`config.mk`:
```
export PLATFORM = sky130hd
export DESIGN_NAME = analog_core
export DESIGN_NICKNAME = d
export VERILOG_FILES = /design/src/verilog/acore_pkg.sv /design/src/verilog/analog_core.sv /design/src/verilog/input_divider.sv /design/src/verilog/phase_interpolator.sv /design/src/verilog/slice_adc.sv /design/src/verilog/snh.sv
export SDC_FILE = /design/constraint.sdc
export NUM_CORES = 1
export LEC_CHECK = 0
export ABC_AREA = 0
export BUFFER_PORTS_ARGS = -buffer_cell sky130_fd_sc_hd__buf_2
export CAP_MARGIN = 20
export CORE_MARGIN = 2
export CORE_UTILIZATION = 30
export DETAILED_ROUTE_END_ITERATION = 12
export RECOVER_POWER = 25
export SLEW_MARGIN = 20
export SYNTH_ARGS = -nofsm -noshare
export SYNTH_HDL_FRONTEND = slang
export SYNTH_HIERARCHICAL = 1
export SYNTH_SLANG_ARGS = --single-unit
```
`constraint.sdc`:
```
create_clock -name ext_clk_i -period 6.36 [get_ports ext_clk_i]
set_clock_uncertainty 0.1 [all_clocks]
set_input_delay 0.318 -clock ext_clk_i [delete_from_list [all_inputs] [get_ports ext_clk_i]]
set_output_delay 0.318 -clock ext_clk_i [all_outputs]
set_load 0.01 [all_outputs]
```
`src/verilog/acore_pkg.sv`:
```
`default_nettype none

package acore_pkg;

    // slice output resolution
    localparam int Nadc = 8;

    // history depth of the sample-and-hold, one tap per phase code
    localparam int Nhist = 8;

    typedef logic signed [9:0] sample_t;    // pad voltage as one signed word
    typedef logic [Nadc-1:0]   mag_t;       // saturated slice magnitude
    typedef logic [2:0]        pi_code_t;   // selects history tap 0..7
    typedef logic [3:0]        slot_t;      // slice index, up to 16 slices
    typedef logic [3:0]        ndiv_t;      // divider ratio minus one

    // interpolator run state
    typedef enum logic {
        IDLE,
        RUN
    } pi_state_e;

endpackage

`default_nettype wire

```
`src/verilog/analog_core.sv`:
```
`timescale 1ns/1ns
`default_nettype none

module analog_core import acore_pkg::*; #(
    parameter int Nti = 8
) (
    input  wire logic     ext_clk_i,
    input  wire logic     rst_i,
    input  wire sample_t  rx_in_i,        // pad input, one word per cycle
    input  wire sample_t  offset_i,       // slice calibration offset
    input  wire ndiv_t    ndiv_i,
    input  wire logic     bypass_div_i,
    input  wire logic     en_div_i,
    input  wire pi_code_t ctl_pi_i,       // phase code from the digital core
    input  wire logic     ctl_valid_i,
    input  wire logic     en_v2t_i,       // head of the enable chain
    input  wire logic [Nti-1:0] en_slice_i,
    output mag_t          adder_out_o [Nti-1:0],
    output logic [Nti-1:0] sign_out_o,
    output logic [Nti-1:0] done_o
);

    logic           div_tick;
    logic           sample_stb;
    slot_t          slot;
    pi_code_t       code;
    sample_t        hold [Nti-1:0];
    logic [Nti-1:0] load;
    logic [Nti-1:0] en_sync_in;
    logic [Nti-1:0] en_sync_out;

    // sampling clock from the fast input clock
    input_divider input_divider_inst (
        .ext_clk_i    (ext_clk_i),
        .rst_i        (rst_i),
        .en_div_i     (en_div_i),
        .bypass_div_i (bypass_div_i),
        .ndiv_i       (ndiv_i),
        .div_tick_o   (div_tick)
    );

    // one interpolator for all slices
    phase_interpolator #(.Nti(Nti)) phase_interpolator_inst (
        .ext_clk_i    (ext_clk_i),
        .rst_i        (rst_i),
        .div_tick_i   (div_tick),
        .ctl_pi_i     (ctl_pi_i),
        .ctl_valid_i  (ctl_valid_i),
        .sample_stb_o (sample_stb),
        .slot_o       (slot),
        .code_o       (code)
    );

    snh #(.Nti(Nti)) snh_inst (
        .ext_clk_i    (ext_clk_i),
        .rst_i        (rst_i),
        .rx_in_i      (rx_in_i),
        .sample_stb_i (sample_stb),
        .slot_i       (slot),
        .code_i       (code),
        .hold_o       (hold),
        .load_o       (load)
    );

    // time-interleaved slices
    generate
        for (genvar k = 0; k < Nti; k++) begin : g_slice
            if (k == 0) begin : g_head
                assign en_sync_in[k] = en_v2t_i;
            end else begin : g_chain
                assign en_sync_in[k] = en_sync_out[k-1];    // previous slice releases this one
            end

            slice_adc slice_adc_inst (
                .ext_clk_i   (ext_clk_i),
                .rst_i       (rst_i),
                .hold_i      (hold[k]),
                .load_i      (load[k]),
                .offset_i    (offset_i),
                .en_slice_i  (en_slice_i[k]),
                .en_sync_i   (en_sync_in[k]),
                .en_sync_o   (en_sync_out[k]),
                .adder_out_o (adder_out_o[k]),
                .sign_out_o  (sign_out_o[k]),
                .done_o      (done_o[k])
            );
        end
    endgenerate

endmodule

`default_nettype wire

```
`src/verilog/input_divider.sv`:
```
`timescale 1ns/1ns
`default_nettype none

module input_divider import acore_pkg::*; (
    input  wire logic  ext_clk_i,
    input  wire logic  rst_i,
    input  wire logic  en_div_i,
    input  wire logic  bypass_div_i,
    input  wire ndiv_t ndiv_i,
    output wire logic  div_tick_o
);

    ndiv_t cnt;     // counts down to the next tick

    // tick fires when the counter runs out, or every cycle in bypass
    assign div_tick_o = en_div_i & (bypass_div_i | (cnt == '0));

    always_ff @(posedge ext_clk_i) begin
        if (rst_i) begin
            cnt <= '0;
        end else if (!en_div_i || bypass_div_i) begin
            cnt <= '0;              // restart cleanly once divided mode resumes
        end else if (cnt == '0) begin
            cnt <= ndiv_i;          // reload, ratio is ndiv_i + 1
        end else begin
            cnt <= cnt - 1'b1;
        end
    end

    // a divided tick is a single-cycle pulse, except for ratio one
    a_tick_pulse: assert property (
        @(posedge ext_clk_i) disable iff (rst_i)
        div_tick_o |=> (!div_tick_o || bypass_div_i || ndiv_i == '0)
    ) else $error("divider tick held high without bypass");

endmodule

`default_nettype wire

```
`src/verilog/phase_interpolator.sv`:
```
`timescale 1ns/1ns
`default_nettype none

module phase_interpolator import acore_pkg::*; #(
    parameter int Nti = 8
) (
    input  wire logic     ext_clk_i,
    input  wire logic     rst_i,
    input  wire logic     div_tick_i,
    input  wire pi_code_t ctl_pi_i,
    input  wire logic     ctl_valid_i,
    output logic          sample_stb_o,
    output slot_t         slot_o,
    output pi_code_t      code_o
);

    pi_state_e state;
    slot_t     slot_cnt;    // slot of the next tick once running
    slot_t     cur_slot;
    pi_code_t  pend_code;   // waits here for the next frame start

    // first tick after reset always opens a frame at slot 0
    assign cur_slot = (state == RUN) ? slot_cnt : '0;

    always_ff @(posedge ext_clk_i) begin
        if (rst_i) begin
            state        <= IDLE;
            sample_stb_o <= 1'b0;
            slot_o       <= '0;
            code_o       <= '0;
            pend_code    <= '0;
        end else begin
            sample_stb_o <= div_tick_i;
            if (ctl_valid_i)
                pend_code <= ctl_pi_i;
            if (div_tick_i) begin
                state  <= RUN;
                slot_o <= cur_slot;
                if (cur_slot == slot_t'(Nti - 1))
                    slot_cnt <= '0;     // wrap round robin
                else
                    slot_cnt <= cur_slot + 1'b1;
                // new code lands together with the slot-0 strobe
                if (cur_slot == '0)
                    code_o <= pend_code;
            end
        end
    end

    // a frame is sampled with one code from slot 0 to slot Nti-1
    a_code_at_frame: assert property (
        @(posedge ext_clk_i) disable iff (rst_i)
        $changed(code_o) |-> (sample_stb_o && slot_o == '0)
    ) else $error("phase code changed inside a frame");

endmodule

`default_nettype wire

```
`src/verilog/slice_adc.sv`:
```
`timescale 1ns/1ns
`default_nettype none

module slice_adc import acore_pkg::*; (
    input  wire logic    ext_clk_i,
    input  wire logic    rst_i,
    input  wire sample_t hold_i,
    input  wire logic    load_i,
    input  wire sample_t offset_i,
    input  wire logic    en_slice_i,
    input  wire logic    en_sync_i,
    output logic         en_sync_o,
    output mag_t         adder_out_o,
    output logic         sign_out_o,
    output logic         done_o
);

    localparam int DW = $bits(sample_t) + 1;

    logic signed [DW-1:0] diff;     // one extra bit so the subtraction cannot wrap
    logic        [DW-1:0] abs_diff;
    mag_t                 mag_sat;

    // offset correction
    assign diff = DW'(hold_i) - DW'(offset_i);

    // magnitude, then clip to the slice full scale
    assign abs_diff = diff[DW-1] ? DW'(-diff) : DW'(diff);
    assign mag_sat  = (abs_diff > DW'({Nadc{1'b1}})) ? {Nadc{1'b1}} : abs_diff[Nadc-1:0];

    // enable released one slice per cycle down the chain
    always_ff @(posedge ext_clk_i) begin
        if (rst_i)
            en_sync_o <= 1'b0;
        else
            en_sync_o <= en_sync_i & en_slice_i;
    end

    // conversion, samples on a disabled slice are dropped
    always_ff @(posedge ext_clk_i) begin
        if (rst_i) begin
            adder_out_o <= '0;
            sign_out_o  <= 1'b0;
            done_o      <= 1'b0;
        end else begin
            done_o <= 1'b0;
            if (load_i && en_sync_o) begin
                sign_out_o  <= ~diff[DW-1];     // 1 for zero or above
                adder_out_o <= mag_sat;
                done_o      <= 1'b1;
            end
        end
    end

endmodule

`default_nettype wire

```
`src/verilog/snh.sv`:
```
`timescale 1ns/1ns
`default_nettype none

module snh import acore_pkg::*; #(
    parameter int Nti = 8
) (
    input  wire logic     ext_clk_i,
    input  wire logic     rst_i,
    input  wire sample_t  rx_in_i,
    input  wire logic     sample_stb_i,
    input  wire slot_t    slot_i,
    input  wire pi_code_t code_i,
    output sample_t       hold_o [Nti-1:0],
    output logic [Nti-1:0] load_o
);

    sample_t hist [Nhist-1:0];  // hist[0] is the newest sample

    // input history line
    always_ff @(posedge ext_clk_i) begin
        hist[0] <= rx_in_i;
        for (int i = 1; i < Nhist; i++) begin
            hist[i] <= hist[i-1];
        end
    end

    // per-slice hold caps where a larger code picks an older tap
    always_ff @(posedge ext_clk_i) begin
        for (int k = 0; k < Nti; k++) begin
            if (sample_stb_i && slot_i == slot_t'(k))
                hold_o[k] <= hist[code_i];
        end
    end

    // load marks the freshly sampled slice one cycle after the strobe
    always_ff @(posedge ext_clk_i) begin
        if (rst_i) begin
            load_o <= '0;
        end else begin
            for (int k = 0; k < Nti; k++) begin
                load_o[k] <= sample_stb_i && (slot_i == slot_t'(k));
            end
        end
    end

    // only one slice is ever refreshed per cycle
    a_load_onehot: assert property (
        @(posedge ext_clk_i) disable iff (rst_i)
        $onehot0(load_o)
    ) else $error("more than one slice loaded at once");

endmodule

`default_nettype wire
```
Word-level counts from Yosys, hierarchy flattened
Memory sizes are Yosys's and may differ from the RTL's. A register that Yosys moved wholly into a read port is not among the register bits.
Index checks and enable logic that the tools add are counted.
{"block": "op_classes", "mul": 0, "n_eq_ne": 8, "order_cmp": 8, "mux": 28, "n_reduce_logical": 24, "div_mod_pow": 0, "bitwise": 19, "n_shift": 0, "n_addsub": 18}
{"operator": "> comparator 11 x 8 -> 1 bit, second input constant", "count": 8}
{"operator": "2-to-1 mux 11 bit", "count": 8}
{"operator": "negation 11 bit", "count": 8}
{"operator": "subtractor 10 x 10 -> 11 bit", "count": 8}
{"operator": "2-to-1 mux 8 bit", "count": 8}
{"operator": "== test 4 x 3 -> 1 bit, second input constant", "count": 5}
{"operator": "logical AND 1 bit", "count": 16}
{"operator": "logical NOT 4 bit", "count": 3}
{"operator": "AND 1 bit", "count": 9}
{"operator": "NOT 1 bit", "count": 9}
{"operator": "== test 4 x 2 -> 1 bit, second input constant", "count": 2}
{"operator": "2-to-1 mux 1 bit", "count": 8}
{"operator": "2-to-1 mux 4 bit", "count": 2}
{"operator": "2-to-1 mux 3 bit", "count": 2}
{"operator": "adder 4 x 1 -> 4 bit, second input constant", "count": 1}
{"operator": "== test 4 x 1 -> 1 bit, second input constant", "count": 1}
{"operator": "AND reduction 2 bit", "count": 2}
{"operator": "subtractor 4 x 1 -> 4 bit, second input constant", "count": 1}
{"operator": "OR reduction 2 bit", "count": 1}
{"operator": "logical NOT 1 bit", "count": 1}
{"operator": "logical OR 1 bit", "count": 1}
{"operator": "OR 1 bit", "count": 1}
{"block": "totals", "latch_bits": 0, "output_inout_bits": 80, "memories": 1, "mem_bits_rw": 80, "regBits": 196, "elab_cells": 154, "rom_bits": 0, "input_bits": 41}
{"name": "snh_inst.hist", "depth": 8, "word_bits": 10, "read_ports": 8, "rd_ports_with_merged_regs": 1, "wr": 8, "line": "snh.sv:17", "source": "sample_t hist [Nhist-1:0];"}

Depth between registers and ports, before layout
{"block": "logic_depth", "word_depth": 6, "ltp_mapped": 12, "depth_no_buf": 12}

Modules after synthesis
The synthesis kept the hierarchy.
{"mod": "slice_adc (g_slice[1].slice_adc_inst ...)", "area_each_um2": 1271.2, "instances": 5, "seq_area_each_um2": 220.2, "cells_per_inst": 164}
{"mod": "snh", "area_each_um2": 4956.0, "instances": 1, "seq_area_each_um2": 4164.0, "cells_per_inst": 226}
{"mod": "slice_adc (g_slice[0].slice_adc_inst ...)", "area_each_um2": 1193.6, "instances": 2, "seq_area_each_um2": 220.2, "cells_per_inst": 151}
{"mod": "slice_adc (g_slice[3].slice_adc_inst)", "area_each_um2": 1182.4, "instances": 1, "seq_area_each_um2": 220.2, "cells_per_inst": 141}
{"mod": "phase_interpolator", "area_each_um2": 698.2, "instances": 1, "seq_area_each_um2": 360.3, "cells_per_inst": 67}
{"mod": "input_divider", "area_each_um2": 210.2, "instances": 1, "seq_area_each_um2": 80.1, "cells_per_inst": 25}

Least setup slack after synthesis
Ideal clock, no wire load.
{"block": "synth_path", "kind": "register -> register", "start": "register snh_inst/hold_o[30] in the netlist's numbering (read register of snh_inst.hist)", "end": "register g_slice[3].slice_adc_inst.adder_out_o[0]", "stages_incl_launch_ff": 13, "t_arrival_ns": 2.898, "setup_ns": 0.135, "slack_ns": 3.227, "path_buffers": 1, "cell_sequence": "edfxtp_1 inv_1 ha_1 inv_1 fa_1 a211oi_4 o21ai_2 a2111o_1 and2_4 buf_6 or4b_4 o211ai_4 a311oi_1"}
{"block": "synth_via", "elab_chain_cells": 5}
{"element": "start: declaration", "line": "snh.sv:13", "source": "output sample_t hold_o [Nti-1:0],"}
{"element": "subtractor 10 x 10 -> 11 bit *", "line": "slice_adc.sv:25", "source": "assign diff = DW'(hold_i) - DW'(offset_i);"}
{"element": "negation 11 bit", "line": "slice_adc.sv:28", "source": "assign abs_diff = diff[DW-1] ? DW'(-diff) : DW'(diff);"}
{"element": "2-to-1 mux 11 bit *", "line": "slice_adc.sv:28"}
{"element": "> comparator 11 x 8 -> 1 bit", "line": "slice_adc.sv:29", "source": "assign mag_sat = (abs_diff > DW'({Nadc{1'b1}})) ? {Nadc{1'b1}} : abs_diff[Nadc-1:0];"}
{"element": "2-to-1 mux 8 bit *", "line": "slice_adc.sv:29"}
{"element": "end signal: assignment", "line": "slice_adc.sv:49", "source": "adder_out_o <= mag_sat;"}
{"element": "end: declaration", "line": "slice_adc.sv:13", "source": "output mag_t adder_out_o,"}
Every way passes the cells marked *; elsewhere a longest branch is shown, timed or not.
A chain may end at the register's enable or synchronous reset.

Worst setup path after layout
{"block": "layout_path", "start": "input port rst_i", "end": "register input_divider_inst.cnt[2]"}
{"block": "layout_via", "elab_chain_cells": 1}
{"element": "start: declaration", "line": "analog_core.sv:8", "source": "input wire logic rst_i,"}
{"element": "OR reduction 2 bit (no line)"}
{"element": "end signal: assignment", "line": "input_divider.sv:24", "source": "cnt <= ndiv_i;"}
{"element": "end signal: assignment", "line": "input_divider.sv:26", "source": "cnt <= cnt - 1'b1;"}
{"element": "end: declaration", "line": "input_divider.sv:13", "source": "ndiv_t cnt;"}
No other way between the ends.

==> flow_summary.toml <==
[die]
dieArea_um2 = 54480
core_area_um2 = 52340
placementRows = 84
die_width_um = 233.4
die-height_um = 233.4
io_pins = 121
start_util_pct = 30.17

[routing]
wire_per_inst_um = 16.55
wl_met1_um = 18140
route.detailed.drc = 0
dr_wl_met3_um = 1735
first_iter_violations = 539
ant_nets = 0
dr_wl_met2_um = 19170
top_layer_used = "met5"
via_count = 12080
viasPerCell = 4.994
routed_wl_um = 40020
first_pass_iters = 5

[critical_path]
startpoint = "rst_i"
timing.rr.start = "snh_inst/hold_o[70]"
cp_data_arrival_time_ns = 3.82
crit_path_start_kind = "input pin"
reg2reg_slack_ns = 2.93
cp_max_fo = 58
crit_slowest_cell = "clkbuf_1"
rr_worst_depth = 11
r2r_end = "g_slice[7].slice_adc_inst/adder_out_o[0]"
slowest_delay_ns = 1.98
crit_chain = "buf_4 -> clkbuf_1 -> inv_1 -> nand3_1 -> a21oi_1 -> dlygate4sd3_1"
setup.worst_path.end = "input_divider_inst/cnt[2]"
end_kind = "flip-flop"
required_ns = 6.70
crit_type = "input pin to flip-flop"

[power]
p_comb_share_pct = 14.0
seqPwrFrac_pct = 42.7
p_sw_share_pct = 26.66
pwr-share-clk_pct = 43.3
p_int_mw = 3.241
ir_drop_mv = 0.1379
power_leakage_nw = 7.214
powerDensity_nw_per_um2 = 241.7
p_switching_mw = 1.178

[sta]
timing.fmax_mhz = 287.2
min_period_ns = 3.482
hold_viol = 1
worst_slew_pin_slew_ns = 2.714
setup_viol = 0
setup-tns-final_ns = 0
hold_ws_ns = -0.008561
slew_viol_final = 59
period_share_pct = 54.75
rsz0062_at_grt = "false"
slew_headroom_pct = -80.91

[run_status]
outcome = "complete, but fails checks"
violations = "negative hold slack, max-capacitance violations, max-slew violations"

[clock_tree]
clk_pin_slew_ns = 0.05
clock_sinks = 276
cts_buffer_depth = 3
cts_tree = "yes"
htree_levels = 2
cts_root_buffer = "clkbuf_16"
postCtsSetupBuffers = 0
numCtsBuffers = 34
clk_latency_ns = 0.55

[yosys]
synthTopCellsByArea = "dfxtp_1, edfxtp_1, ha_1"
ys.flop_type = "dfxtp_1"
synthCells = 1581
syn_nets = 1721
seq_area_frac_synth_pct = 40.32
synth_area_per_cell_um2 = 9.987
synthArstFlopShare_pct = 0
yosysTopAreaCellShare_pct = 24.34
synth-seq-cells = 276
synth_edf_count = 84
syn_area_um2 = 15790
ys_types = 91
yosys.area.top_type = "dfxtp_1"
ys_warn_count = 6

[cells_and_area]
layout_common_cells = "dfxtp_1, nor2_1, inv_1"
areaGrowthSynthToFinish_pct = 15.79
drive_gt1_share_pct = 14.05
multi_input_area_um2 = 8581
layout_commonest_cell = "dfxtp_1"
fillers = 5321
regArea_um2 = 6367
stdcell_area_um2 = 18280
nNetsFinal = 1844

[place]
place_area_um2 = 16900
io_buffers = 120
post-dp-hpwl_um = 28800
gp_congestion = 0.8268

[global_route]
grt_pass1_vias = 11770
antenna_found_initial = 5
grtUsageTotal_pct = 14.64
grt_pass1_wl_um = 62890
grt-ovfl-total = 0
grt_max_degree = 59

[worst_hold_path]
hold_class = "input pin to flip-flop"

[run]
max_cap_viol_count = 1
==> metal layers <==
| layer | track usage, % | vias up |
|---|---|---|
| li1 | - | 6027 |
| met1 | 18.39 | 5785 |
| met2 | 25.23 | 204 |
| met3 | 3.125 | 52 |
| met4 | 4.114 | 8 |
| met5 | 0 | - |
==> through the flow <==
step / hold WS, ns / std cells / worst slack, ns / power, mW / utilization, %
final: -0.008561 / 2418 / 2.878 / 4.420 / 34.93
after global routing: 0.007793 / 2417 / 2.518 / 4.622 / 34.93
after CTS: 0.001198 / 2417 / 2.973 / 4.492 / 34.96
after detailed placement: 0.2297 / 2327 / 2.721 / 2.528 / 32.28
after global placement: 0.2247 / 2327 / 2.753 / 2.514 / 32.28
after floorplan: 0.2229 / 1581 / 3.227 / 2.369 / -
==> what timing repair did <==
item                                   4_1_cts  5_1_grt
endpoints found under the hold margin       24        0
resized for setup                            0        0
hold buffers                                29        0
==> cell usage after synthesis (16+ instances only) <==
library cell and instances:
dfxtp_1 192, nor2_1 186, inv_1 125, ha_1 91, edfxtp_1 84, nand2_1 68
a21oi_1 59, a211oi_1 51, xnor2_1 47, xor2_1 41, nand3_1 36, nor2b_1 34
clkbuf_1 28, o21ai_0 27, mux2i_1 25, nand2b_1 25, o21ai_1 25, a21o_1 21
buf_2 21, nor3_1 21, mux4_1 20, o21a_1 19, nor4_1 18, and2_1 16
==> final cells by class <==
| class | instances | area share [%] |
|---|---|---|
| Inverter | 125 | 2.566 |
| Clock buffer | 48 | 5.160 |
| Clock inverter | 13 | 0.9238 |
| Timing Repair Buffer | 151 | 4.872 |
| Multi-Input combinational cell | 1116 | 46.93 |
| Antenna cell | 1 | 0.01369 |
| Tap cell | 688 | 4.708 |
| Sequential cell | 276 | 34.83 |
==> sequential cells by signal, summed over array words and instances (netlist names), 8 cells and up <==
register and cells:
g_slice.slice_adc_inst/adder_out_o 64, g_slice.slice_adc_inst/done_o 8, g_slice.slice_adc_inst/en_sync_o 8, g_slice.slice_adc_inst/sign_out_o 8
snh_inst/hist 80, snh_inst/hold_o 80, snh_inst/load_o 8
==> worst min-delay path by stage <==
stage / from / endpoint / slack, ns / cells after the start
final: en_slice_i[4] / g_slice[4].slice_adc_inst/en_sync_o / -0.009 / 3
after global placement: snh_inst/hist[6][3] / snh_inst/hist[7][3] / 0.22 / 0
after floorplan: snh_inst/hist[1][0] / snh_inst/hist[2][0] / 0.22 / 0
after detailed placement: snh_inst/hist[3][6] / snh_inst/hist[4][6] / 0.23 / 0
after global routing: en_slice_i[4] / g_slice[4].slice_adc_inst/en_sync_o / 0.008 / 3
after CTS: en_div_i / input_divider_inst/cnt[3] / 0.001 / 3
==> power by group through the flow <==
stage / Sequential (mW) / Combinational, mW / Clock, mW
floorplan: 1.91 / 0.457 / 0
global placement: 1.92 / 0.590 / 0
detailed placement: 1.93 / 0.602 / 0
CTS: 1.89 / 0.619 / 1.98
global route: 1.89 / 0.682 / 2.05
finish: 1.89 / 0.617 / 1.91
==> kinds of logic (layout without fill, tap and decap cells) <==
logic type               count (synthesis)  after routing  synth area share (%)
other                                    0              1                     0
AND/OR/NAND/NOR                        504            504                 16.87
flip-flops                             276            276                 40.32
multiplexers                            57             57                 5.769
adder cells (fa/ha/maj)                 99             99                 8.225
buffers and inverters                  189            337                 5.341
XOR/XNOR                                88             88                 4.881
AO/OA/AOI/OAI                          368            368                 18.60
==> critical path: cells and delay by family <==
kind | cells | cell delay, ns
compound gates | 1 | 0.06
buf+inv | 4 | 3.11
simple gates | 1 | 0.27
(Power assumes the default switching activity.)
